**config.mk**
```make
export PLATFORM = sky130hd
export DESIGN_NAME = switch
export DESIGN_NICKNAME = d
export VERILOG_FILES = /design/src/noc_flit_pkg.sv /design/src/noc_topology_pkg.sv /design/src/switch.sv /design/src/switch_allocator.sv /design/src/vc_buffer.sv
export SDC_FILE = /design/constraint.sdc
export NUM_CORES = 2
export LEC_CHECK = 0
export ABC_AREA = 0
export BUFFER_PORTS_ARGS = -buffer_cell sky130_fd_sc_hd__clkbuf_2
export CORE_MARGIN = 1
export CORE_UTILIZATION = 57
export DETAILED_ROUTE_END_ITERATION = 8
export PLACE_DENSITY = 0.79
export SETUP_SLACK_MARGIN = 0.02
export SLEW_MARGIN = 25
export SYNTH_ARGS = -nofsm -noshare
export SYNTH_HDL_FRONTEND = slang
export SYNTH_HIERARCHICAL = 1
export SYNTH_SLANG_ARGS = --single-unit
```
**constraint.sdc**
```tcl
create_clock -name clk -period 4.4 [get_ports clk]
set_input_delay 0.44 -clock clk [delete_from_list [all_inputs] [get_ports clk]]
set_output_delay 0.44 -clock clk [all_outputs]
set_load 0.05 [all_outputs]
```
**src/noc_flit_pkg.sv**
```systemverilog
package noc_flit_pkg;

    localparam int NODE_W    = 2;   // nodes 1..4 encoded 0..3
    localparam int SEQ_W     = 4;
    localparam int PAYLOAD_W = 32;

    typedef logic [NODE_W-1:0] node_id_t;

    typedef logic vc_id_t;          // two virtual channels

    // one bit per virtual channel, sized from the VC id
    typedef logic [(1 << $bits(vc_id_t))-1:0] vc_mask_t;

    // routing and ordering fields of a single-flit packet
    typedef struct packed {
        node_id_t         dest;
        node_id_t         src;
        vc_id_t           vc;       // rewritten at every hop
        logic [SEQ_W-1:0] seq;
    } flit_meta_t;

    typedef struct packed {
        flit_meta_t           metadata;
        logic [PAYLOAD_W-1:0] payload;
    } flit_t;

endpackage
```
**src/noc_topology_pkg.sv**
```systemverilog
package noc_topology_pkg;

    localparam int NUM_NODES = 4;
    localparam int NUM_VCS   = 2;   // the dateline rule below needs exactly two
    localparam int MAX_PORTS = 3;   // node 3 inputs, node 4 outputs
    localparam int PORT_W    = $clog2(MAX_PORTS);

    // output port per current node (row) and destination (column)
    // port 0 is always the local endpoint
    localparam logic [PORT_W-1:0] ROUTE_TABLE [NUM_NODES][NUM_NODES] = '{
        '{2'd0, 2'd1, 2'd1, 2'd1},  // node 1
        '{2'd1, 2'd0, 2'd1, 2'd1},  // node 2
        '{2'd1, 2'd1, 2'd0, 2'd1},  // node 3
        '{2'd1, 2'd2, 2'd1, 2'd0}   // node 4
    };

    // the 4 -> 1 -> 3 path closes a dependency cycle, so it moves to VC 1
    localparam int DATELINE_NODE    = 4;    // leaving this node ...
    localparam int DATELINE_PORT    = 1;    // ... on this port, or entering on it
    localparam int DATELINE_IN_NODE = 1;    // ... at this node

    // outgoing VC of a flit from input in_port heading to out_port
    function automatic noc_flit_pkg::vc_id_t dateline_vc(
        input int                    node,
        input int                    in_port,
        input int                    out_port,
        input noc_flit_pkg::vc_id_t  in_vc
    );
        if (out_port == 0)
            return in_vc;           // ejection keeps the arrival VC
        if (node == DATELINE_NODE && out_port == DATELINE_PORT)
            return 1'b1;
        if (node == DATELINE_IN_NODE && in_port == DATELINE_PORT)
            return 1'b1;
        return 1'b0;
    endfunction

endpackage

```
**src/switch.sv**
```systemverilog
`timescale 1ns/1ps

module switch #(
    parameter int NODE         = 1,
    parameter int NUM_INPORTS  = 2,
    parameter int NUM_OUTPORTS = 2,
    parameter int BUFFER_SIZE  = 8
) (
    input  logic                                       clk,
    input  logic                                       rst_n,
    input  noc_flit_pkg::flit_t [NUM_INPORTS-1:0]      in,
    input  logic [NUM_INPORTS-1:0]                     data_ready_in,
    output noc_flit_pkg::vc_mask_t [NUM_INPORTS-1:0]   buffer_available,
    input  noc_flit_pkg::vc_mask_t [NUM_OUTPORTS-1:1]  credit_granted,
    input  logic                                       packet_sent,
    output noc_flit_pkg::flit_t [NUM_OUTPORTS-1:0]     out,
    output logic [NUM_OUTPORTS-1:0]                    data_ready_out
);
    noc_flit_pkg::flit_t [NUM_INPORTS-1:0][noc_topology_pkg::NUM_VCS-1:0] heads;

    noc_flit_pkg::vc_mask_t [NUM_INPORTS-1:0] head_valid;
    noc_flit_pkg::vc_mask_t [NUM_INPORTS-1:0] pop;

    noc_flit_pkg::flit_t [NUM_OUTPORTS-1:0] grant_flit;
    logic [NUM_OUTPORTS-1:0]                grant_valid;
    logic [NUM_OUTPORTS-1:0]                out_busy;

    // one fifo pair per input port
    for (genvar i = 0; i < NUM_INPORTS; i++) begin : g_in
        vc_buffer #(
            .BUFFER_SIZE(BUFFER_SIZE)
        ) u_vc_buffer (
            .clk             (clk),
            .rst_n           (rst_n),
            .in_flit         (in[i]),
            .data_ready_in   (data_ready_in[i]),
            .pop             (pop[i]),
            .head            (heads[i]),
            .head_valid      (head_valid[i]),
            .buffer_available(buffer_available[i])
        );
    end

    switch_allocator #(
        .NODE        (NODE),
        .NUM_INPORTS (NUM_INPORTS),
        .NUM_OUTPORTS(NUM_OUTPORTS),
        .BUFFER_SIZE (BUFFER_SIZE)
    ) u_allocator (
        .clk        (clk),
        .rst_n      (rst_n),
        .heads      (heads),
        .head_valid (head_valid),
        .credit_in  (credit_granted),
        .out_busy   (out_busy),
        .pop        (pop),
        .grant_flit (grant_flit),
        .grant_valid(grant_valid)
    );

    // ejection stays occupied until the endpoint accepts
    always_comb begin
        out_busy    = '0;
        out_busy[0] = data_ready_out[0] && !packet_sent;
    end

    always_ff @(posedge clk) begin
        if (!rst_n) begin
            data_ready_out <= '0;
        end else begin
            for (int o = 0; o < NUM_OUTPORTS; o++) begin
                if (!out_busy[o])
                    data_ready_out[o] <= grant_valid[o];  // network ports strobe once
            end
        end
    end

    // no grant on a busy output, so a held flit is never overwritten
    always_ff @(posedge clk) begin
        for (int o = 0; o < NUM_OUTPORTS; o++) begin
            if (grant_valid[o])
                out[o] <= grant_flit[o];
        end
    end

endmodule

```
**src/switch_allocator.sv**
```systemverilog
`timescale 1ns/1ps

module switch_allocator #(
    parameter int NODE         = 1,
    parameter int NUM_INPORTS  = 2,
    parameter int NUM_OUTPORTS = 2,
    parameter int BUFFER_SIZE  = 8
) (
    input  logic clk,
    input  logic rst_n,
    input  noc_flit_pkg::flit_t [NUM_INPORTS-1:0][noc_topology_pkg::NUM_VCS-1:0] heads,
    input  noc_flit_pkg::vc_mask_t [NUM_INPORTS-1:0]  head_valid,
    input  noc_flit_pkg::vc_mask_t [NUM_OUTPORTS-1:1] credit_in,
    input  logic [NUM_OUTPORTS-1:0]                    out_busy,
    output noc_flit_pkg::vc_mask_t [NUM_INPORTS-1:0]  pop,
    output noc_flit_pkg::flit_t [NUM_OUTPORTS-1:0]    grant_flit,
    output logic [NUM_OUTPORTS-1:0]                    grant_valid
);
    localparam int NUM_VCS = noc_topology_pkg::NUM_VCS;
    localparam int NUM_REQ = NUM_INPORTS * NUM_VCS;     // one requester per input fifo
    localparam int REQ_W   = $clog2(NUM_REQ);
    localparam int CNT_W   = $clog2(BUFFER_SIZE + 1);

    logic [noc_topology_pkg::PORT_W-1:0] req_port [NUM_INPORTS][NUM_VCS];
    noc_flit_pkg::vc_id_t                req_vc   [NUM_INPORTS][NUM_VCS];

    logic [CNT_W-1:0]   credits    [1:NUM_OUTPORTS-1][NUM_VCS];
    logic [NUM_VCS-1:0] has_credit [NUM_OUTPORTS];
    logic [NUM_REQ-1:0] eligible   [NUM_OUTPORTS];
    logic [REQ_W-1:0]   rr_ptr     [NUM_OUTPORTS];  // first requester to look at
    logic [REQ_W-1:0]   winner     [NUM_OUTPORTS];

    // route lookup and outgoing VC for every fifo head
    always_comb begin
        for (int i = 0; i < NUM_INPORTS; i++) begin
            for (int v = 0; v < NUM_VCS; v++) begin
                req_port[i][v] =
                    noc_topology_pkg::ROUTE_TABLE[NODE-1][heads[i][v].metadata.dest];
                req_vc[i][v] = noc_topology_pkg::dateline_vc(
                    NODE, i, int'(req_port[i][v]), noc_flit_pkg::vc_id_t'(v));
            end
        end
    end

    always_comb begin
        int k;
        has_credit[0] = '1;     // ejection is throttled by out_busy instead
        for (int o = 1; o < NUM_OUTPORTS; o++) begin
            for (int v = 0; v < NUM_VCS; v++)
                has_credit[o][v] = (credits[o][v] != '0);
        end
        for (int o = 0; o < NUM_OUTPORTS; o++) begin
            for (int i = 0; i < NUM_INPORTS; i++) begin
                for (int v = 0; v < NUM_VCS; v++) begin
                    k = i * NUM_VCS + v;
                    eligible[o][k] = head_valid[i][v] && (req_port[i][v] == o) &&
                                     !out_busy[o] && has_credit[o][req_vc[i][v]];
                end
            end
        end
    end

    // round-robin pick per output, starting at rr_ptr
    always_comb begin
        int   k;
        logic found;
        pop         = '0;
        grant_flit  = '0;
        grant_valid = '0;
        for (int o = 0; o < NUM_OUTPORTS; o++) begin
            found     = 1'b0;
            winner[o] = '0;
            for (int off = 0; off < NUM_REQ; off++) begin
                k = int'(rr_ptr[o]) + off;
                if (k >= NUM_REQ)
                    k = k - NUM_REQ;
                if (!found && eligible[o][k]) begin
                    found     = 1'b1;
                    winner[o] = REQ_W'(k);
                    grant_flit[o]             = heads[k / NUM_VCS][k % NUM_VCS];
                    grant_flit[o].metadata.vc = req_vc[k / NUM_VCS][k % NUM_VCS];
                    pop[k / NUM_VCS][k % NUM_VCS] = 1'b1;
                end
            end
            grant_valid[o] = found;
        end
    end

    always_ff @(posedge clk) begin
        if (!rst_n) begin
            for (int o = 0; o < NUM_OUTPORTS; o++)
                rr_ptr[o] <= '0;
        end else begin
            for (int o = 0; o < NUM_OUTPORTS; o++) begin
                if (grant_valid[o])
                    rr_ptr[o] <= (winner[o] == REQ_W'(NUM_REQ - 1)) ?
                                 '0 : winner[o] + REQ_W'(1);
            end
        end
    end

    // credit counters of the network links, one per downstream fifo
    always_ff @(posedge clk) begin
        if (!rst_n) begin
            for (int o = 1; o < NUM_OUTPORTS; o++) begin
                for (int v = 0; v < NUM_VCS; v++)
                    credits[o][v] <= CNT_W'(BUFFER_SIZE);
            end
        end else begin
            for (int o = 1; o < NUM_OUTPORTS; o++) begin
                for (int v = 0; v < NUM_VCS; v++) begin
                    credits[o][v] <= credits[o][v] + CNT_W'(credit_in[o][v])
                        - CNT_W'(grant_valid[o] && (grant_flit[o].metadata.vc == v));
                end
            end
        end
    end

endmodule

```
**src/vc_buffer.sv**
```systemverilog
`timescale 1ns/1ps

module vc_buffer #(
    parameter int BUFFER_SIZE = 8
) (
    input  logic                                               clk,
    input  logic                                               rst_n,
    input  noc_flit_pkg::flit_t                                in_flit,
    input  logic                                               data_ready_in,
    input  noc_flit_pkg::vc_mask_t                             pop,
    output noc_flit_pkg::flit_t [noc_topology_pkg::NUM_VCS-1:0] head,
    output noc_flit_pkg::vc_mask_t                             head_valid,
    output noc_flit_pkg::vc_mask_t                             buffer_available
);
    localparam int PTR_W = $clog2(BUFFER_SIZE);

    noc_flit_pkg::flit_t mem [noc_topology_pkg::NUM_VCS][BUFFER_SIZE];

    // extra msb tells full from empty
    logic [PTR_W:0] wr_ptr [noc_topology_pkg::NUM_VCS];
    logic [PTR_W:0] rd_ptr [noc_topology_pkg::NUM_VCS];

    noc_flit_pkg::vc_mask_t push;
    noc_flit_pkg::vc_mask_t pop_ok;

    always_comb begin
        for (int v = 0; v < noc_topology_pkg::NUM_VCS; v++) begin
            push[v]       = data_ready_in && (in_flit.metadata.vc == v);
            head_valid[v] = (wr_ptr[v] != rd_ptr[v]);
            head[v]       = mem[v][rd_ptr[v][PTR_W-1:0]];
        end
        pop_ok = pop & head_valid;  // never pop an empty fifo
    end

    always_ff @(posedge clk) begin
        for (int v = 0; v < noc_topology_pkg::NUM_VCS; v++) begin
            if (push[v])
                mem[v][wr_ptr[v][PTR_W-1:0]] <= in_flit;
        end
    end

    always_ff @(posedge clk) begin
        if (!rst_n) begin
            for (int v = 0; v < noc_topology_pkg::NUM_VCS; v++) begin
                wr_ptr[v] <= '0;
                rd_ptr[v] <= '0;
            end
        end else begin
            for (int v = 0; v < noc_topology_pkg::NUM_VCS; v++) begin
                if (push[v])
                    wr_ptr[v] <= wr_ptr[v] + (PTR_W + 1)'(1);
                if (pop_ok[v])
                    rd_ptr[v] <= rd_ptr[v] + (PTR_W + 1)'(1);
            end
        end
    end

    // one credit back upstream per freed slot
    always_ff @(posedge clk) begin
        if (!rst_n)
            buffer_available <= '0;
        else
            buffer_available <= pop_ok;
    end

endmodule

```
# ---- Word-level counts from Yosys, hierarchy flattened
# Memories as Yosys holds them, arrays and structs flattened.
# Cells that the tools add are included.
# W data, S select, Z words.
dict set report word_totals {
  regBits 88
  ramBits 1356
  input_bits 89
  output_inout_bits 88
  word_cells 593
  n_memories 8
}
# name depth word_bits rd rd_ports_with_merged_regs wr line
set mem_list {}
lappend mem_list {{g_in[0].u_vc_buffer.mem} 2 328 2 0 1 vc_buffer.sv:17} ;# noc_flit_pkg::flit_t mem [noc_topology_pkg::NUM_VCS][BUFFER_SIZE];
lappend mem_list {{g_in[1].u_vc_buffer.mem} 2 328 2 0 1 vc_buffer.sv:17}
lappend mem_list {{g_in[0].u_vc_buffer.rd_ptr} 2 4 2 0 2 vc_buffer.sv:21} ;# logic [PTR_W:0] rd_ptr [noc_topology_pkg::NUM_VCS];
lappend mem_list {{g_in[0].u_vc_buffer.wr_ptr} 2 4 2 0 2 vc_buffer.sv:20} ;# logic [PTR_W:0] wr_ptr [noc_topology_pkg::NUM_VCS];
lappend mem_list {{g_in[1].u_vc_buffer.rd_ptr} 2 4 2 0 2 vc_buffer.sv:21}
lappend mem_list {{g_in[1].u_vc_buffer.wr_ptr} 2 4 2 0 2 vc_buffer.sv:20}
lappend mem_list {{+2 memories} -- -- -- -- -- --}
dict set report classes {
  addsub 36
  n_lt_le_gt_ge 84
  eq_ne 10
  muxes 308
  bitwise 60
  reduce_logical 73
}
# operator count
set ops {}
lappend ops {{$mux W328} 8}
lappend ops {{$mux W82} 24}
lappend ops {{$mux W41} 44}
lappend ops {{$reduce_or A328 Y1} 2}
lappend ops {{$ge A32 B2 Y1 const B} 16}
lappend ops {{$not A32 Y32} 16}
lappend ops {{$bmux W41 S3} 4}
lappend ops {{$demux W41 S3} 4}
lappend ops {{$add A32 B1 Y32} 8}
lappend ops {{$ge A32 B1 Y1 const B} 8}
lappend ops {{$lt A32 B3 Y1 const B} 8}
lappend ops {{$lt A32 B4 Y1 const B} 8}
lappend ops {{$mux W32} 8}
lappend ops {{$ge A32 B4 Y1 const B} 6}
lappend ops {{$sub A32 B4 Y32 const B} 6}
lappend ops {{$mux W1} 118}
lappend ops {{$mux W2} 52}
lappend ops {{$mux W4} 18}
lappend ops {{$logic_and A1 B1 Y1} 53}
lappend ops {{$add A4 B1 Y4 const B} 8}
lappend ops {{$ge A4 B4 Y1 const B} 8}
lappend ops {{$not A3 Y4} 8}
lappend ops {{$or A4 B4 Y4} 7}
lappend ops {{$lt A2 B3 Y1 const B} 8}
lappend ops {{26 further kinds} 121}

# ---- Logic depth before layout (Yosys ltp)
# An unclocked memory read counts as a cell.
dict set report depth {
  ltp_word 43
  ltp_mapped 20
}

# ---- Modules after synthesis
# Netlist, hierarchy kept.
# module n_inst cells_per_inst area_per_inst_um2 seq_area_each_um2
set modules_own_cells {}
lappend modules_own_cells {{vc_buffer (g_in[0].u_vc_buffer)} 1 1051 25788.5 20219.4}
lappend modules_own_cells {{vc_buffer (g_in[1].u_vc_buffer)} 1 1051 25763.5 20219.4}
lappend modules_own_cells {switch_allocator 1 1399 12741.0 280.3}
lappend modules_own_cells {switch 1 88 2533.7 2502.4}

# ---- Worst setup path after synthesis
# No wires, ideal clock.
dict set report synth_path {
  kind {register to register}
  startpoint {memory u_allocator/rr_ptr[0][3] (netlist name)}
  endpoint {memory u_allocator/credits[1][2] (netlist name)}
  setup_time_ps 115
  t_arrival_ps 4377
  t_required_ps 4285
  setup_slack_ps -92
  path_stages_with_launch 19
  synth_period_minus_slack_ps 4492
  path_cell_list {edfxtp_1 > clkbuf_1 > clkbuf_1 > inv_1 > clkbuf_1 > ha_1 > buf_2 > buf_2 > buf_1 > nand3_1 > o211ai_1 > clkbuf_1 > o221ai_1 > ha_1 > inv_1 > ha_1 > fa_1 > xor2_1 > and2_1}
}
# item line
set synth_lines {}
lappend synth_lines {{start, declared} switch_allocator.sv:30} ;# logic [REQ_W-1:0] rr_ptr [NUM_OUTPORTS];
lappend synth_lines {{end, declared} switch_allocator.sv:27} ;# logic [CNT_W-1:0] credits [1:NUM_OUTPORTS-1][NUM_VCS];

==> impl_metrics.ini <==
[status]
status = finished clean

[cts]
htreeDepth = 4
hold_buffers = 0
clockBufferDepth = 3
cts.sinks = 1412
path_clk_slew_ns = 0.06
numCtsBuffers = 141
clock_latency_ns = 0.76
cts_tree = built
cts_root_buf = clkbuf_16

[critical_path]
end_kind = flip-flop
crit_slowest_cell = or4_1
crit_required_ns = 4.85
reg2reg_slack_ns = 0.07
worstSetupEndpoint = out[75]
rr_worst_depth = 12
crit_start = g_in[0].u_vc_buffer/rd_ptr[0][0]
crit_fanout = 40
crit_chain = buf_4, xor2_1, or4_1, o21ai_1, o22ai_4, buf_4, o2111a_1, o211ai_1, buf_4, buf_4, nor3_1, o21ai_1
crit_path_start_kind = flip-flop
critical_path_class = flip-flop to flip-flop
r2r_start = g_in[0].u_vc_buffer/rd_ptr[0][0]
arrival_ns = 4.78
cp_common_cell = buf_4
rr_endpoint = out[75]
cpPeakStageDelay_ns = 0.59

[logic_synthesis]
yosysWarningCount = 6
syn_inst = 3545
syn-cell-area_mm2 = 0.0656
syn_avg_cell_area_um2 = 18.5

[final_layout]
final_common_cell = edfxtp_1
drive_gt1_share_pct = 33.4
fin_nets = 3841
area_delta_synth_final_pct = 11.2
final_cell_mix = edfxtp_1, mux4_2, clkbuf_2
fill_cells = 7688

[power_and_ir_drop]
power_density_mw_per_mm2 = 778
power_leakage_uw = 0.0234
irDropWorstVdd_mv = 0.825
finalPower_uw = 56700

[timing]
maxSlewViolCount = 0
relSlewSlack_pct = 26.9
timing.fmax_ghz = 0.231
holdWs_ns = 0.0523
finalHoldViolations = 0
min_period_ns = 4.33
setup_viol = 0
finalCritPeriodShare_pct = 98.4
rsz0062_at_grt = yes
fin_skew_ns = 0.0261
worst_pin_slew_ns = 1.09

[global_routing]
use_met1_pct = 39.8
grt_pass1_vias = 36800
top_usage_layer = met2
grt_max_degree = 143
antenna_found_initial = 12
globalRouteMet2Util_pct = 46.4
grt_usage_pct = 29.1
grt_pass1_wl_um = 246000
use_met3_pct = 5.99
gr-total-overflow = 0

[floorplanning]
initial_core_util_pct = 57.5
die-area_mm2 = 0.117
pin_count = 177
fp.dieW_um = 341
die_h_um = 341
core-area_mm2 = 0.114
std_cell_rows = 124

[placement]
portBuffers = 176
place.gp.congestion = 0.935
dp_hpwl_um = 99700

[detailed_routing]
wl_per_cell_um = 31.5
vias = 37700
vias_per_cell = 7.04
routed_wl_um = 168000
drt_iter0_markers = 5445
dr.pass1.iters = 7
ant_nets = 0
route.detailed.drc = 0

[worst_hold_path]
hp-class = input pin to flip-flop
hold_path_depth = 3

[job]
drv_cap = 0
-- report_power, final --
part           total (uW)  leakage [uW]  switching (uW)  internal, uW
registers           17000        0.0129             659         16300
logic               28300       0.00833           16400         11900
clock network       11500       0.00216            5010          6470
total               56700        0.0234           22100         34700
-- metrics by stage --
| stage | setup WS [ns] | area, um2 | instances | TNS [ns] | utilization, % |
|---|---|---|---|---|---|
| 2_1_floorplan | 0.0248 | 65600 | 3548 | 0 | - |
| 3_3_place_gp | 0.109 | 68500 | 5082 | 0 | 60.0 |
| 3_5_place_dp | 0.0453 | 68500 | 5082 | 0 | 60.0 |
| 4_1_cts | 0.0917 | 72900 | 5338 | 0 | 63.8 |
| 5_1_grt | -0.0672 | 73000 | 5346 | -0.0672 | 63.9 |
| 6_report | 0.0716 | 73000 | 5346 | 0 | 63.9 |
-- state kept, by name (all words and copies together) (netlist names) --
register / count
g_in.u_vc_buffer/mem: 1280
out: 82
g_in.u_vc_buffer/rd_ptr: 16
g_in.u_vc_buffer/wr_ptr: 16
u_allocator/credits: 8
g_in.u_vc_buffer/buffer_available: 4
u_allocator/rr_ptr: 4
data_ready_out: 2
-- worst min path at each step --
stage	start	endpoint	slack, ns
after floorplan	in[0]	g_in[0].u_vc_buffer/mem[0][0]	0.54
after global placement	u_allocator/credits[1][7]	u_allocator/credits[1][7]	0.60
after detailed placement	u_allocator/credits[1][7]	u_allocator/credits[1][7]	0.61
after CTS	credit_granted[0]	u_allocator/credits[1][4]	0.01
after global routing	credit_granted[1]	u_allocator/credits[1][0]	0.04
final	credit_granted[0]	u_allocator/credits[1][4]	0.05
-- critical path, delay by kind of cell (launching register included) --
| family | cells | cell delay (ns) |
|---|---|---|
| AO/OA/AOI/OAI | 5 | 1.39 |
| XOR/XNOR | 1 | 0.17 |
| flip-flops | 1 | 0.52 |
| buffers and inverters | 4 | 1.12 |
| AND/OR/NAND/NOR | 2 | 0.74 |
-- area by class of cell --
| type | count | area (um2) | area share, % |
|---|---|---|---|
| Timing Repair Buffer | 318 | 2140 | 2.93 |
| Tap cell | 1512 | 1890 | 2.59 |
| Inverter | 27 | 101 | 0.139 |
| Clock inverter | 84 | 719 | 0.986 |
| Antenna cell | 5 | 12.5 | 0.0171 |
| Clock buffer | 171 | 3680 | 5.05 |
| Multi-Input combinational cell | 1817 | 22200 | 30.4 |
| Sequential cell | 1412 | 42300 | 57.9 |
-- metal layers --
| layer | vias to the layer above | wire (um) |
|---|---|---|
| li1 | 15400 | - |
| met1 | 19300 | 62100 |
| met2 | 2612 | 82100 |
| met3 | 386 | 17700 |
| met4 | 8 | 6420 |
| met5 | - | 62 |
-- what timing repair did --
| item | in CTS | in global routing |
|---|---|---|
| gates resized for setup | 1 | 4 |
| buffers inserted | 1 | 3 |
| endpoints found under the setup margin | 1 | 13 |
Note: power is estimated with default switching activity, not from simulation.
